## src/source/io_config.svh

```systemverilog
`ifndef IO_CONFIG_SVH
`define IO_CONFIG_SVH

// --------------------
// widths
// --------------------
`define IO_DATA_BITS 32 // data and address
`define IO_KEY_BITS 4
`define IO_SW_BITS 10
`define IO_LED_BITS 10
`define IO_HEX_BITS 24 // six digits

// --------------------
// address map
// --------------------
`define IO_ADDR_HEX 32'hFFFF_F000
`define IO_ADDR_LEDR 32'hFFFF_F020
`define IO_ADDR_KEY 32'hFFFF_F080
`define IO_ADDR_SW 32'hFFFF_F090
`define IO_ADDR_TIMER 32'hFFFF_F100

`define IO_CTRL_OFFSET 32'd4 // key and switch control
`define IO_TIMER_LIM_OFFSET 32'd4
`define IO_TIMER_CTRL_OFFSET 32'd8

// status bit positions in a control register
`define IO_CTRL_RDY_BIT 0
`define IO_CTRL_OVR_BIT 1
`define IO_CTRL_IE_BIT 4

// kept short for simulation
`define IO_SW_SETTLE 8 // stable cycles before a switch capture
`define IO_TIMER_PRESCALE 4 // clocks per timer tick

`endif

```

## src/source/io_pkg.sv

```systemverilog
`include "io_config.svh"

package io_pkg;

  // request from the bus master, one cycle per strobe
  typedef struct packed {
    logic                     valid;
    logic                     write;
    logic [`IO_DATA_BITS-1:0] addr;
    logic [`IO_DATA_BITS-1:0] wdata;
  } bus_req_t;

  // read response, one cycle after the read
  typedef struct packed {
    logic                     valid;
    logic [`IO_DATA_BITS-1:0] rdata;
  } bus_rsp_t;

  typedef struct packed {
    logic ie;
    logic overrun;
    logic ready;
  } dev_status_t;

  typedef enum logic [1:0] {
    DEV_TIMER = 2'd0,
    DEV_KEY   = 2'd1,
    DEV_SW    = 2'd2
  } dev_id_t;

  typedef enum logic [3:0] {
    SEL_NONE,
    SEL_HEX,
    SEL_LED,
    SEL_KEY_DATA,
    SEL_KEY_CTRL,
    SEL_SW_DATA,
    SEL_SW_CTRL,
    SEL_TMR_CNT,
    SEL_TMR_LIM,
    SEL_TMR_CTRL
  } reg_sel_t;

  // common status update, an event wins over a read clear
  function automatic dev_status_t status_next(
    input dev_status_t              cur,
    input logic                     evt,
    input logic                     data_rd,
    input logic                     ctrl_wr,
    input logic [`IO_DATA_BITS-1:0] wdata
  );
    dev_status_t nxt;
    nxt = cur;
    if (ctrl_wr) begin
      nxt.ie = wdata[`IO_CTRL_IE_BIT];
      if (!wdata[`IO_CTRL_OVR_BIT])
        nxt.overrun = 1'b0; // writing 0 clears overrun
    end
    if (evt) begin
      if (cur.ready)
        nxt.overrun = 1'b1; // previous event never read
      nxt.ready = 1'b1;
    end else if (data_rd) begin
      nxt.ready = 1'b0;
    end
    return nxt;
  endfunction

endpackage

```

## src/source/io_bus_fabric.sv

```systemverilog
`timescale 1ns/1ns
`include "io_config.svh"

module io_bus_fabric (
  input  logic                     clk,
  input  logic                     reset,
  input  io_pkg::bus_req_t         req,
  output io_pkg::bus_rsp_t         rsp,
  output logic [`IO_DATA_BITS-1:0] wr_data,
  output logic                     hex_wr,
  output logic                     led_wr,
  output logic                     key_ctrl_wr,
  output logic                     sw_ctrl_wr,
  output logic                     tmr_cnt_wr,
  output logic                     tmr_lim_wr,
  output logic                     tmr_ctrl_wr,
  output logic                     key_data_rd,
  output logic                     sw_data_rd,
  input  logic [`IO_HEX_BITS-1:0]  hex_value,
  input  logic [`IO_LED_BITS-1:0]  led_value,
  input  logic [`IO_KEY_BITS-1:0]  key_data,
  input  io_pkg::dev_status_t      key_status,
  input  logic [`IO_SW_BITS-1:0]   sw_data,
  input  io_pkg::dev_status_t      sw_status,
  input  logic [`IO_DATA_BITS-1:0] tmr_count,
  input  logic [`IO_DATA_BITS-1:0] tmr_limit,
  input  io_pkg::dev_status_t      tmr_status,
  output logic                     irq,
  output io_pkg::dev_id_t          irq_id
);
  import io_pkg::*;

  localparam int DW = `IO_DATA_BITS;

  reg_sel_t      sel;
  logic          wr_en;
  logic          rd_en;
  logic [DW-1:0] rd_value;
  logic          rsp_valid;
  logic [DW-1:0] rsp_data;
  logic          tmr_irq;
  logic          key_irq;
  logic          sw_irq;

  // status bits as seen in a control register
  function automatic logic [DW-1:0] ctrl_word(input dev_status_t s);
    logic [DW-1:0] w;
    w = '0;
    w[`IO_CTRL_RDY_BIT] = s.ready;
    w[`IO_CTRL_OVR_BIT] = s.overrun;
    w[`IO_CTRL_IE_BIT]  = s.ie;
    return w;
  endfunction

  // --------------------
  // decode
  // --------------------
  always_comb begin
    sel = SEL_NONE;
    if (req.valid) begin
      case (req.addr)
        `IO_ADDR_HEX:                           sel = SEL_HEX;
        `IO_ADDR_LEDR:                          sel = SEL_LED;
        `IO_ADDR_KEY:                           sel = SEL_KEY_DATA;
        `IO_ADDR_KEY + `IO_CTRL_OFFSET:         sel = SEL_KEY_CTRL;
        `IO_ADDR_SW:                            sel = SEL_SW_DATA;
        `IO_ADDR_SW + `IO_CTRL_OFFSET:          sel = SEL_SW_CTRL;
        `IO_ADDR_TIMER:                         sel = SEL_TMR_CNT;
        `IO_ADDR_TIMER + `IO_TIMER_LIM_OFFSET:  sel = SEL_TMR_LIM;
        `IO_ADDR_TIMER + `IO_TIMER_CTRL_OFFSET: sel = SEL_TMR_CTRL;
        default:                                sel = SEL_NONE; // unmapped
      endcase
    end
  end

  assign wr_en   = req.valid & req.write;
  assign rd_en   = req.valid & ~req.write;
  assign wr_data = req.wdata;

  assign hex_wr      = wr_en && (sel == SEL_HEX);
  assign led_wr      = wr_en && (sel == SEL_LED);
  assign key_ctrl_wr = wr_en && (sel == SEL_KEY_CTRL);
  assign sw_ctrl_wr  = wr_en && (sel == SEL_SW_CTRL);
  assign tmr_cnt_wr  = wr_en && (sel == SEL_TMR_CNT);
  assign tmr_lim_wr  = wr_en && (sel == SEL_TMR_LIM);
  assign tmr_ctrl_wr = wr_en && (sel == SEL_TMR_CTRL);
  assign key_data_rd = rd_en && (sel == SEL_KEY_DATA); // clears key ready
  assign sw_data_rd  = rd_en && (sel == SEL_SW_DATA);

  // --------------------
  // read path
  // --------------------
  always_comb begin
    case (sel)
      SEL_HEX:      rd_value = DW'(hex_value);
      SEL_LED:      rd_value = DW'(led_value);
      SEL_KEY_DATA: rd_value = DW'(key_data);
      SEL_KEY_CTRL: rd_value = ctrl_word(key_status);
      SEL_SW_DATA:  rd_value = DW'(sw_data);
      SEL_SW_CTRL:  rd_value = ctrl_word(sw_status);
      SEL_TMR_CNT:  rd_value = tmr_count;
      SEL_TMR_LIM:  rd_value = tmr_limit;
      SEL_TMR_CTRL: rd_value = ctrl_word(tmr_status);
      default:      rd_value = '0;
    endcase
  end

  always_ff @(posedge clk or posedge reset) begin
    if (reset)
      rsp_valid <= 1'b0;
    else
      rsp_valid <= rd_en; // one response per read
  end

  always_ff @(posedge clk or posedge reset) begin
    if (reset)
      rsp_data <= '0;
    else if (rd_en)
      rsp_data <= rd_value; // value from before this edge
  end

  assign rsp = '{valid: rsp_valid, rdata: rsp_data};

  // --------------------
  // interrupt
  // --------------------
  assign tmr_irq = tmr_status.ready & tmr_status.ie;
  assign key_irq = key_status.ready & key_status.ie;
  assign sw_irq  = sw_status.ready & sw_status.ie;
  assign irq     = tmr_irq | key_irq | sw_irq;

  // fixed priority, timer first
  always_comb begin
    if (tmr_irq)
      irq_id = DEV_TIMER;
    else if (key_irq)
      irq_id = DEV_KEY;
    else
      irq_id = DEV_SW;
  end

endmodule

```

## src/source/input_port.sv

```systemverilog
`timescale 1ns/1ns
`include "io_config.svh"

module input_port #(
  parameter int WIDTH  = 4,
  parameter int SETTLE = 0 // 0 captures on the next edge
) (
  input  logic                     clk,
  input  logic                     reset,
  input  logic [WIDTH-1:0]         pin,
  input  logic                     data_rd,
  input  logic                     ctrl_wr,
  input  logic [`IO_DATA_BITS-1:0] wr_data,
  output logic [WIDTH-1:0]         data,
  output io_pkg::dev_status_t      status
);
  import io_pkg::*;

  logic [WIDTH-1:0] cand; // value about to be captured
  logic             capture;

  generate
    if (SETTLE == 0) begin : g_direct
      assign cand    = pin;
      assign capture = (pin != data);
    end else begin : g_debounce
      localparam int CW = $clog2(SETTLE + 1);
      localparam logic [CW-1:0] SETTLE_CNT = CW'(SETTLE);

      logic [WIDTH-1:0] sample;
      logic [CW-1:0]    stable_cnt;

      // --------------------
      // settle filter
      // --------------------
      always_ff @(posedge clk or posedge reset) begin
        if (reset) begin
          sample     <= '0;
          stable_cnt <= '0;
        end else if (pin != sample) begin
          sample     <= pin; // restart on any change
          stable_cnt <= '0;
        end else if (stable_cnt != SETTLE_CNT) begin
          stable_cnt <= stable_cnt + 1'b1; // saturates at SETTLE
        end
      end

      assign cand    = sample;
      assign capture = (stable_cnt == SETTLE_CNT) && (sample != data);
    end
  endgenerate

  always_ff @(posedge clk or posedge reset) begin
    if (reset)
      data <= '0;
    else if (capture)
      data <= cand;
  end

  // ready, overrun and enable
  always_ff @(posedge clk or posedge reset) begin
    if (reset)
      status <= '0;
    else
      status <= status_next(status, capture, data_rd, ctrl_wr, wr_data);
  end

endmodule

```

## src/source/interval_timer.sv

```systemverilog
`timescale 1ns/1ns
`include "io_config.svh"

module interval_timer (
  input  logic                     clk,
  input  logic                     reset,
  input  logic                     cnt_wr,
  input  logic                     lim_wr,
  input  logic                     ctrl_wr,
  input  logic [`IO_DATA_BITS-1:0] wr_data,
  output logic [`IO_DATA_BITS-1:0] count,
  output logic [`IO_DATA_BITS-1:0] limit,
  output io_pkg::dev_status_t      status
);
  import io_pkg::*;

  localparam int PRESCALE = `IO_TIMER_PRESCALE;
  localparam int PW       = (PRESCALE > 1) ? $clog2(PRESCALE) : 1;
  localparam logic [PW-1:0] PRESC_LAST = PW'(PRESCALE - 1);

  logic [PW-1:0] presc;
  logic          tick;
  logic          wrap;
  logic          bus_wins;
  logic          evt;

  // --------------------
  // prescaler
  // --------------------
  assign tick = (presc == PRESC_LAST);

  always_ff @(posedge clk or posedge reset) begin
    if (reset)
      presc <= '0;
    else if (tick)
      presc <= '0;
    else
      presc <= presc + 1'b1;
  end

  // limit 0 means free running, no events
  assign wrap     = tick && (limit != '0) && (count >= limit - 1'b1);
  assign bus_wins = cnt_wr | lim_wr; // a bus write beats the tick
  assign evt      = wrap & ~bus_wins;

  // --------------------
  // count and limit
  // --------------------
  always_ff @(posedge clk or posedge reset) begin
    if (reset) begin
      count <= '0;
    end else if (cnt_wr) begin
      count <= wr_data;
    end else if (tick && !lim_wr) begin
      if (wrap)
        count <= '0;
      else
        count <= count + 1'b1;
    end
  end

  always_ff @(posedge clk or posedge reset) begin
    if (reset)
      limit <= '0;
    else if (lim_wr)
      limit <= wr_data;
  end

  // no data register to read, so ready clears only by reset
  always_ff @(posedge clk or posedge reset) begin
    if (reset)
      status <= '0;
    else
      status <= status_next(status, evt, 1'b0, ctrl_wr, wr_data);
  end

endmodule

```

## src/source/display_regs.sv

```systemverilog
`timescale 1ns/1ns
`include "io_config.svh"

module display_regs (
  input  logic                              clk,
  input  logic                              reset,
  input  logic                              led_wr,
  input  logic                              hex_wr,
  input  logic [`IO_DATA_BITS-1:0]          wr_data,
  output logic [`IO_LED_BITS-1:0]           led_value,
  output logic [`IO_HEX_BITS-1:0]           hex_value,
  output logic [`IO_LED_BITS-1:0]           ledr,
  output logic [(`IO_HEX_BITS/4)*7-1:0]     hex_seg
);

  localparam int DIGITS = `IO_HEX_BITS / 4;

  // active low, segment g in bit 6
  function automatic logic [6:0] seg7(input logic [3:0] nib);
    logic [6:0] s;
    case (nib)
      4'h0: s = 7'b1000000;
      4'h1: s = 7'b1111001;
      4'h2: s = 7'b0100100;
      4'h3: s = 7'b0110000;
      4'h4: s = 7'b0011001;
      4'h5: s = 7'b0010010;
      4'h6: s = 7'b0000010;
      4'h7: s = 7'b1111000;
      4'h8: s = 7'b0000000;
      4'h9: s = 7'b0010000;
      4'hA: s = 7'b0001000;
      4'hB: s = 7'b0000011; // lower case b
      4'hC: s = 7'b1000110;
      4'hD: s = 7'b0100001; // lower case d
      4'hE: s = 7'b0000110;
      default: s = 7'b0001110; // F
    endcase
    return s;
  endfunction

  // --------------------
  // registers
  // --------------------
  always_ff @(posedge clk or posedge reset) begin
    if (reset)
      led_value <= '0;
    else if (led_wr)
      led_value <= wr_data[`IO_LED_BITS-1:0];
  end

  always_ff @(posedge clk or posedge reset) begin
    if (reset)
      hex_value <= '0;
    else if (hex_wr)
      hex_value <= wr_data[`IO_HEX_BITS-1:0];
  end

  assign ledr = led_value;

  // digit 0 in the low bits
  always_comb begin
    for (int d = 0; d < DIGITS; d++) begin
      hex_seg[d*7 +: 7] = seg7(hex_value[d*4 +: 4]);
    end
  end

endmodule

```

## src/source/io_subsystem.sv

```systemverilog
`timescale 1ns/1ns
`include "io_config.svh"

module io_subsystem (
  input  logic                          clk,
  input  logic                          reset,
  input  io_pkg::bus_req_t              req,
  output io_pkg::bus_rsp_t              rsp,
  input  logic [`IO_KEY_BITS-1:0]       key,
  input  logic [`IO_SW_BITS-1:0]        sw,
  output logic [`IO_LED_BITS-1:0]       ledr,
  output logic [(`IO_HEX_BITS/4)*7-1:0] hex_seg,
  output logic                          irq,
  output io_pkg::dev_id_t               irq_id
);
  import io_pkg::*;

  logic [`IO_DATA_BITS-1:0] wr_data;
  logic hex_wr, led_wr;
  logic key_ctrl_wr, sw_ctrl_wr;
  logic tmr_cnt_wr, tmr_lim_wr, tmr_ctrl_wr;
  logic key_data_rd, sw_data_rd;

  logic [`IO_HEX_BITS-1:0]  hex_value;
  logic [`IO_LED_BITS-1:0]  led_value;
  logic [`IO_KEY_BITS-1:0]  key_data;
  logic [`IO_SW_BITS-1:0]   sw_data;
  logic [`IO_DATA_BITS-1:0] tmr_count;
  logic [`IO_DATA_BITS-1:0] tmr_limit;
  dev_status_t key_status, sw_status, tmr_status;

  io_bus_fabric u_fabric (
    .clk, .reset, .req, .rsp, .wr_data,
    .hex_wr, .led_wr, .key_ctrl_wr, .sw_ctrl_wr,
    .tmr_cnt_wr, .tmr_lim_wr, .tmr_ctrl_wr,
    .key_data_rd, .sw_data_rd,
    .hex_value, .led_value, .key_data, .key_status,
    .sw_data, .sw_status, .tmr_count, .tmr_limit, .tmr_status,
    .irq, .irq_id
  );

  // keys capture at once
  input_port #(.WIDTH(`IO_KEY_BITS), .SETTLE(0)) u_key (
    .clk, .reset, .pin(key), .data_rd(key_data_rd), .ctrl_wr(key_ctrl_wr),
    .wr_data, .data(key_data), .status(key_status)
  );

  input_port #(.WIDTH(`IO_SW_BITS), .SETTLE(`IO_SW_SETTLE)) u_sw (
    .clk, .reset, .pin(sw), .data_rd(sw_data_rd), .ctrl_wr(sw_ctrl_wr),
    .wr_data, .data(sw_data), .status(sw_status)
  );

  interval_timer u_timer (
    .clk, .reset, .cnt_wr(tmr_cnt_wr), .lim_wr(tmr_lim_wr), .ctrl_wr(tmr_ctrl_wr),
    .wr_data, .count(tmr_count), .limit(tmr_limit), .status(tmr_status)
  );

  display_regs u_display (
    .clk, .reset, .led_wr, .hex_wr, .wr_data,
    .led_value, .hex_value, .ledr, .hex_seg
  );

endmodule

```

## config.mk

```make
export PLATFORM = sky130hd
export DESIGN_NAME = io_subsystem
export DESIGN_NICKNAME = d
export VERILOG_FILES = /design/src/source/io_pkg.sv /design/src/source/io_bus_fabric.sv /design/src/source/input_port.sv /design/src/source/interval_timer.sv /design/src/source/display_regs.sv /design/src/source/io_subsystem.sv
export VERILOG_INCLUDE_DIRS = /design/src /design/src/source
export SDC_FILE = /design/constraint.sdc
export NUM_CORES = 1
export LEC_CHECK = 0
export ABC_AREA = 1
export CAP_MARGIN = 5
export CORE_MARGIN = 1
export CORE_UTILIZATION = 30
export DETAILED_ROUTE_END_ITERATION = 12
export DONT_BUFFER_PORTS = 1
export PLACE_DENSITY = 0.56
export SKIP_CTS_REPAIR_TIMING = 1
export SLEW_MARGIN = 30
export SYNTH_ARGS = -nofsm -noshare
export SYNTH_HDL_FRONTEND = slang
export SYNTH_HIERARCHICAL = 1
export SYNTH_SLANG_ARGS = --single-unit
```

## constraint.sdc

```tcl
create_clock -name clk -period 3 [get_ports clk]
set_input_delay 0.6 -clock clk [delete_from_list [all_inputs] [get_ports clk]]
set_output_delay 0.6 -clock clk [all_outputs]
set_load 0.02 [all_outputs]
```

==> flow_summary.toml, run 1 <==
[clock_tree]
cts_root_buf = "clkbuf_16"
clock_latency_ns = 0.44
h-tree-depth = 4
cts_made_buffers = 17
cts.sinks = 170
cts_tree = "built"
clkTransAtPathRegs_ns = 0.08
clockBufferDepth = 2

[worst_setup_path]
path_buf_inv = 2
critical-path-top-delay-family = "simple AND/OR/NAND/NOR gates"
max_stage_delay_ns = 0.39
cp_slowest_cell = "dfrtp_1"
crit_path_frequent_cell = "nand2_2"
end_kind = "register"
arrival_ns = 3.58
required_ns = 3.32
startpoint_type = "register"
path_max_fanout = 12
worstRegToRegCells = 20
crit_type = "register to register"
path_cells = "inv_2 > ha_4 > nand3_4 > nor3_4 > nand2_2 > nor2_2 > nand3b_1 > nor3_2 > xor2_1 > ha_1 > nand2_1 > nor2_2 > nand2_2 > nor4_2 > nand2_1 > nand2_2 > nand2_2 > nand2_4 > buf_12 > o21bai_1"
cp.depth = 20

[drt]
wire_per_inst_um = 16.5
vias_per_cell = 4.83
drtIter0Drc = 935
drc = 0
num_vias = 12100
dr.pass1.iters = 5
ant_nets = 0
wl_um = 41500

[cells_and_area]
drive_gt1_frac = 0.118
fillers = 4603
final_core_utilization = 0.341
synthToLayoutAreaGrowth_pct = 11.6
n_antenna_cell = 0
fin_nets = 2076
final_cell_mix = "nand2_1 (596), inv_1 (229), dfrtp_1 (170)"
final_common_cell = "nand2_1"

[timing]
setup_ws_ns = -0.258
drv_slew = 0
finClkSkew_ns = 0.00957
slew_headroom = 0.467
tightest_slew_ns = 0.791
period_minus_slack_ns = 3.26
max_clock_freq_ghz = 0.307
rsz0062_at_grt = "yes"
period_share = 1.09
setup_violations = 34
hold_viol_final = 0

[floorplan]
core_area_sq_um = 43300
die_x_um = 212
die_area_sq_um = 45000
start_util = 0.306
die_h_um = 212
ioPinCount = 170
rows = 76

[global_route]
antenna_found_initial = 0
grt_pass1_wl_um = 65300
grtUsageTotal = 0.188
grt_overflow = 0
grt_max_degree = 70
grt_pass1_vias = 11400

[run]
drv_cap = 0

[logic_synthesis]
synth_warnings = 6
synth_seq_cells = 170
async_reset_ff_frac = 1.00
syn_inst = 1913
seq_area_frac_synth = 0.321
synth-main-ff-cell = "dfrtp_1"
syn_nets = 2074
synth_area_sq_um = 13200
syn_area_per_cell_sq_um = 6.92
synth-edff-count = 0
yosysUniqueCellTypes = 46

[power]
leakagePower_nw = 7.60
power_w = 0.00483
powerDensity_nw_per_um2 = 327
ir_drop_mv = 0.337

[status]
status = "finished, violations left"
violations = "negative setup slack"

[placed_design]
gp_congestion = 0.896
port_buffers = 0
hpwl_um = 32600

[hold_path]
min_path_type = "input port to asynchronous set/reset pin"
-- logic make-up after synthesis --
| group | after synthesis | synth area share |
|---|---|---|
| and+or+nand+nor | 1043 | 0.341 |
| buffers and inverters | 352 | 0.122 |
| AOI/OAI and AO/OA | 202 | 0.0962 |
| DFF | 170 | 0.321 |
| adders and majority gates | 79 | 0.0747 |
| xor gates and xnor gates | 63 | 0.0417 |
| muxes | 4 | 0.00303 |
-- worst register-to-register path: cells and delay by family, from the launching register on --
kind                     cells  cell delay (ns)
AND/OR/NAND/NOR             14             1.91
flip-flops                   1             0.39
AO/OA/AOI/OAI                1             0.08
XOR/XNOR                     1             0.09
adder cells (fa/ha/maj)      2             0.42
buffers and inverters        2             0.25
-- report_power, final --
| part | switching, W | internal, W | total, W |
|---|---|---|---|
| clock | 0.00110 | 0.00128 | 0.00238 |
| sequential | 0.0000134 | 0.00230 | 0.00231 |
| combinational | 0.000106 | 0.0000359 | 0.000142 |
-- Yosys cell counts (20+ instances only) --
library cell  number  area, sq um
nand2_1          600         2250
inv_1            233          875
dfrtp_1          170         4250
nand3_1          164          821
nor2_1           160          601
o21ai_0          105          526
ha_1              79          988
xor2_1            57          499
buf_4             46          345
nor3_1            31          155
clkbuf_1          29          109
nand4_1           29          181
a21oi_1           26          130
o21bai_2          20          225
-- metal layers --
metal / wire (um) / GRT usage / share of wire
met5: 0 / 0 / 0
met1: 19500 / 0.260 / 0.47
met4: 440 / 0.0425 / 0.011
met2: 18400 / 0.292 / 0.44
met3: 3140 / 0.0470 / 0.076
-- flip-flops by register name (all words and copies together) (netlist names) --
register and cells:
u_display/hex_value 24, u_display/led_value 10, u_fabric/rsp_data 32, u_fabric/rsp_valid 1
u_key/data 4, u_key/status 3, u_sw/cand 10, u_sw/data 10
u_sw/g_debounce.stable_cnt 4, u_sw/status 3, u_timer/count 32, u_timer/limit 32
u_timer/presc 2, u_timer/status 3
-- cell type report --
class	count	area, sq um	share of cell area
clock inverter	15	198	0.0134
tap	585	732	0.0496
sequential	170	4250	0.288
clock buffer	17	425	0.0288
timing repair buffer	85	708	0.0480
inverter	250	942	0.0638
multi-input combinational	1391	7510	0.508
-- through the flow --
stage | setup slack [ns] | TNS, ns | cell area [sq um] | hold slack (ns) | cells
3_5_place_dp | -0.212 | -6.17 | 13900 | 0.392 | 2468
2_1_floorplan | 0.0737 | 0 | 13200 | 0.403 | 1913
4_1_cts | -0.223 | -6.43 | 14500 | -0.0847 | 2500
5_1_grt | -0.469 | -14.44 | 14800 | 0.122 | 2513
6_report | -0.258 | -7.76 | 14800 | 0.0921 | 2513
3_3_place_gp | -0.151 | -4.28 | 13900 | 0.387 | 2468
-- path summary, 6_finish.rpt --
kind,from,to,slack (ns)
min reg2reg,u_timer/presc[0],u_timer/presc[0],0.43
max reg2reg,u_timer/limit[0],u_timer/count[23],-0.26
min,reset,u_sw/cand[9],0.09
min in group clk,key[3],u_key/data[3],0.18
max in group asynchronous,reset,u_fabric/rsp_data[15],1.78
max,u_timer/limit[0],u_timer/count[23],-0.26
No activity file was read; power rests on OpenSTA's default activity.
==> inputs of run 2 (changes only) <==
- SLEW_MARGIN: 30 -> default
- clock period: 3 -> 2.9 ns (I/O delays scaled with it)
==> flow_summary.toml, run 2 (synthesis results as in run 1) <==
[status]
status = "finished, violations left"
violations = "negative setup slack"

[placed_design]
gp_congestion = 0.915
place_area_sq_um = 14200
port_buffers = 0
hpwl_um = 33400

[timing]
finClkSkew_ns = 0.0110
rsz0062_at_grt = "yes"
period_minus_slack_ns = 3.11
setup_violations = 33
slew_headroom = 0.274
tightest_slew_ns = 1.09
period_share = 1.07
max_clock_freq_ghz = 0.322
setup_ws_ns = -0.208
drv_slew = 0
hold_viol_final = 0

[run]
drv_cap = 0

[worst_setup_path]
crit_type = "register to register"
required_ns = 3.27
path_max_fanout = 7
end_kind = "register"
crit_path_frequent_cell = "nand2_2"
cp_slowest_cell = "dfrtp_1"
path_cells = "inv_2 > ha_4 > nand3_4 > nor3_4 > nand2_2 > nor2_2 > nand3b_1 > buf_4 > xor2_1 > ha_1 > nand2_2 > nor2_1 > nand2_1 > nand2_1 > a21oi_2 > nand2_2 > nand2_2 > nand2_4 > clkbuf_16 > o21bai_1"
startpoint_type = "register"
max_stage_delay_ns = 0.39
arrival_ns = 3.48

[floorplan]
die_x_um = 212
start_util = 0.306
rows = 76
die_h_um = 212
die_area_sq_um = 45000
ioPinCount = 170
core_area_sq_um = 43300

[global_route]
grt_pass1_vias = 11400
antenna_found_initial = 0
grtUsageTotal = 0.188
grt_pass1_wl_um = 64900
grt_overflow = 0
grt_max_degree = 49

[drt]
ant_nets = 0
wire_per_inst_um = 16.6
drtIter0Drc = 852
drc = 0
dr.pass1.iters = 5
num_vias = 12200
wl_um = 42100
vias_per_cell = 4.82

[clock_tree]
clkTransAtPathRegs_ns = 0.08
clockBufferDepth = 2
cts.sinks = 170
cts_root_buf = "clkbuf_16"
clock_latency_ns = 0.45
h-tree-depth = 4
cts_made_buffers = 17
cts_tree = "built"

[power]
p_seq_frac = 0.477
power_switching_w = 0.00128
powerDensity_nw_per_um2 = 334
switching_share = 0.255
p_int_w = 0.00374
clkPwrFrac = 0.494
power_w = 0.00502
ir_drop_mv = 0.266
power_frac_comb = 0.029
leakagePower_nw = 7.79

[cells_and_area]
final_cell_mix = "nand2_1 (594), inv_1 (229), dfrtp_1 (170)"
fillers = 4555
drive_gt1_frac = 0.134
n_antenna_cell = 0
fin_nets = 2102
final_common_cell = "nand2_1"
final_cell_area_sq_um = 15000
synthToLayoutAreaGrowth_pct = 13.5
top_regs = "u_fabric/rsp_data (32), u_timer/count (32), u_timer/limit (32)"

[hold_path]
min_path_type = "input port to asynchronous set/reset pin"
[run 2: cell types whose count changed in the layout (fill, tap and decap cells not counted), moves of 3 or more]
cell and delta:
buf_4 +20, buf_12 +4, o21bai_2 +8, o21bai_4 -8, nor3_1 -3
[run 2: metrics by stage]
step                      setup WS (ns)  hold WS, ns   util  TNS (ns)  std cells
after global routing             -0.387        0.117  0.347    -12.02       2539
after floorplan                  0.0127        0.383      -         0       1913
after CTS                        -0.368       -0.123  0.342    -11.74       2530
final                            -0.208       0.0992  0.347     -5.48       2539
after detailed placement         -0.334        0.364  0.328    -10.68       2498
after global placement           -0.261        0.367  0.328     -8.23       2498
[run 2: area by class of cell]
class / count / area, sq um / area share
Clock buffer: 17 / 425 / 0.0283
Sequential cell: 170 / 4250 / 0.283
Timing Repair Buffer: 111 / 961 / 0.0640
Multi-Input combinational cell: 1391 / 7510 / 0.500
Clock inverter: 15 / 195 / 0.0130
Inverter: 250 / 942 / 0.0627
Tap cell: 585 / 732 / 0.0487
[run 2: critical path: cells and delay by family (launching register included)]
family          cells  cell delay [ns]
compound gates      2             0.26
xor+xnor            1             0.15
fa+ha+maj           2             0.43
buf+inv             3             0.49
flops               1             0.39
simple gates       12             1.29
[run 2: routing by layer]
layer  vias up  part of all wire  global-route usage
met5         -                 0                   0
met4         0             0.011              0.0382
met3        28             0.081              0.0513
met2       326              0.44               0.290
met1      5808              0.47               0.262
li1       6073                 -                   -
[run 2: path summary, 6_finish.rpt]
path / end / slack [ns] / start / cells past startpoint
setup / recovery: u_timer/count[23] / -0.21 / u_timer/limit[0] / 20
setup reg to reg: u_timer/count[23] / -0.21 / u_timer/limit[0] / 20
hold reg to reg: u_timer/presc[0] / 0.43 / u_timer/presc[0] / 1
min in group clk: u_sw/cand[8] / 0.15 / sw[8] / 0
hold / removal: u_timer/status[1] / 0.1 / reset / 1
max in group asynchronous: u_fabric/rsp_data[18] / 1.67 / reset / 3
[run 2: power by group through the flow]
stage	Sequential, W	Clock, W	Combinational, W
finish	0.00239	0.00248	0.000147
global route	0.00239	0.00264	0.000172
CTS	0.00239	0.00254	0.000150
detailed placement	0.00244	0	0.000150
global placement	0.00244	0	0.000147
floorplan	0.00243	0	0.000159
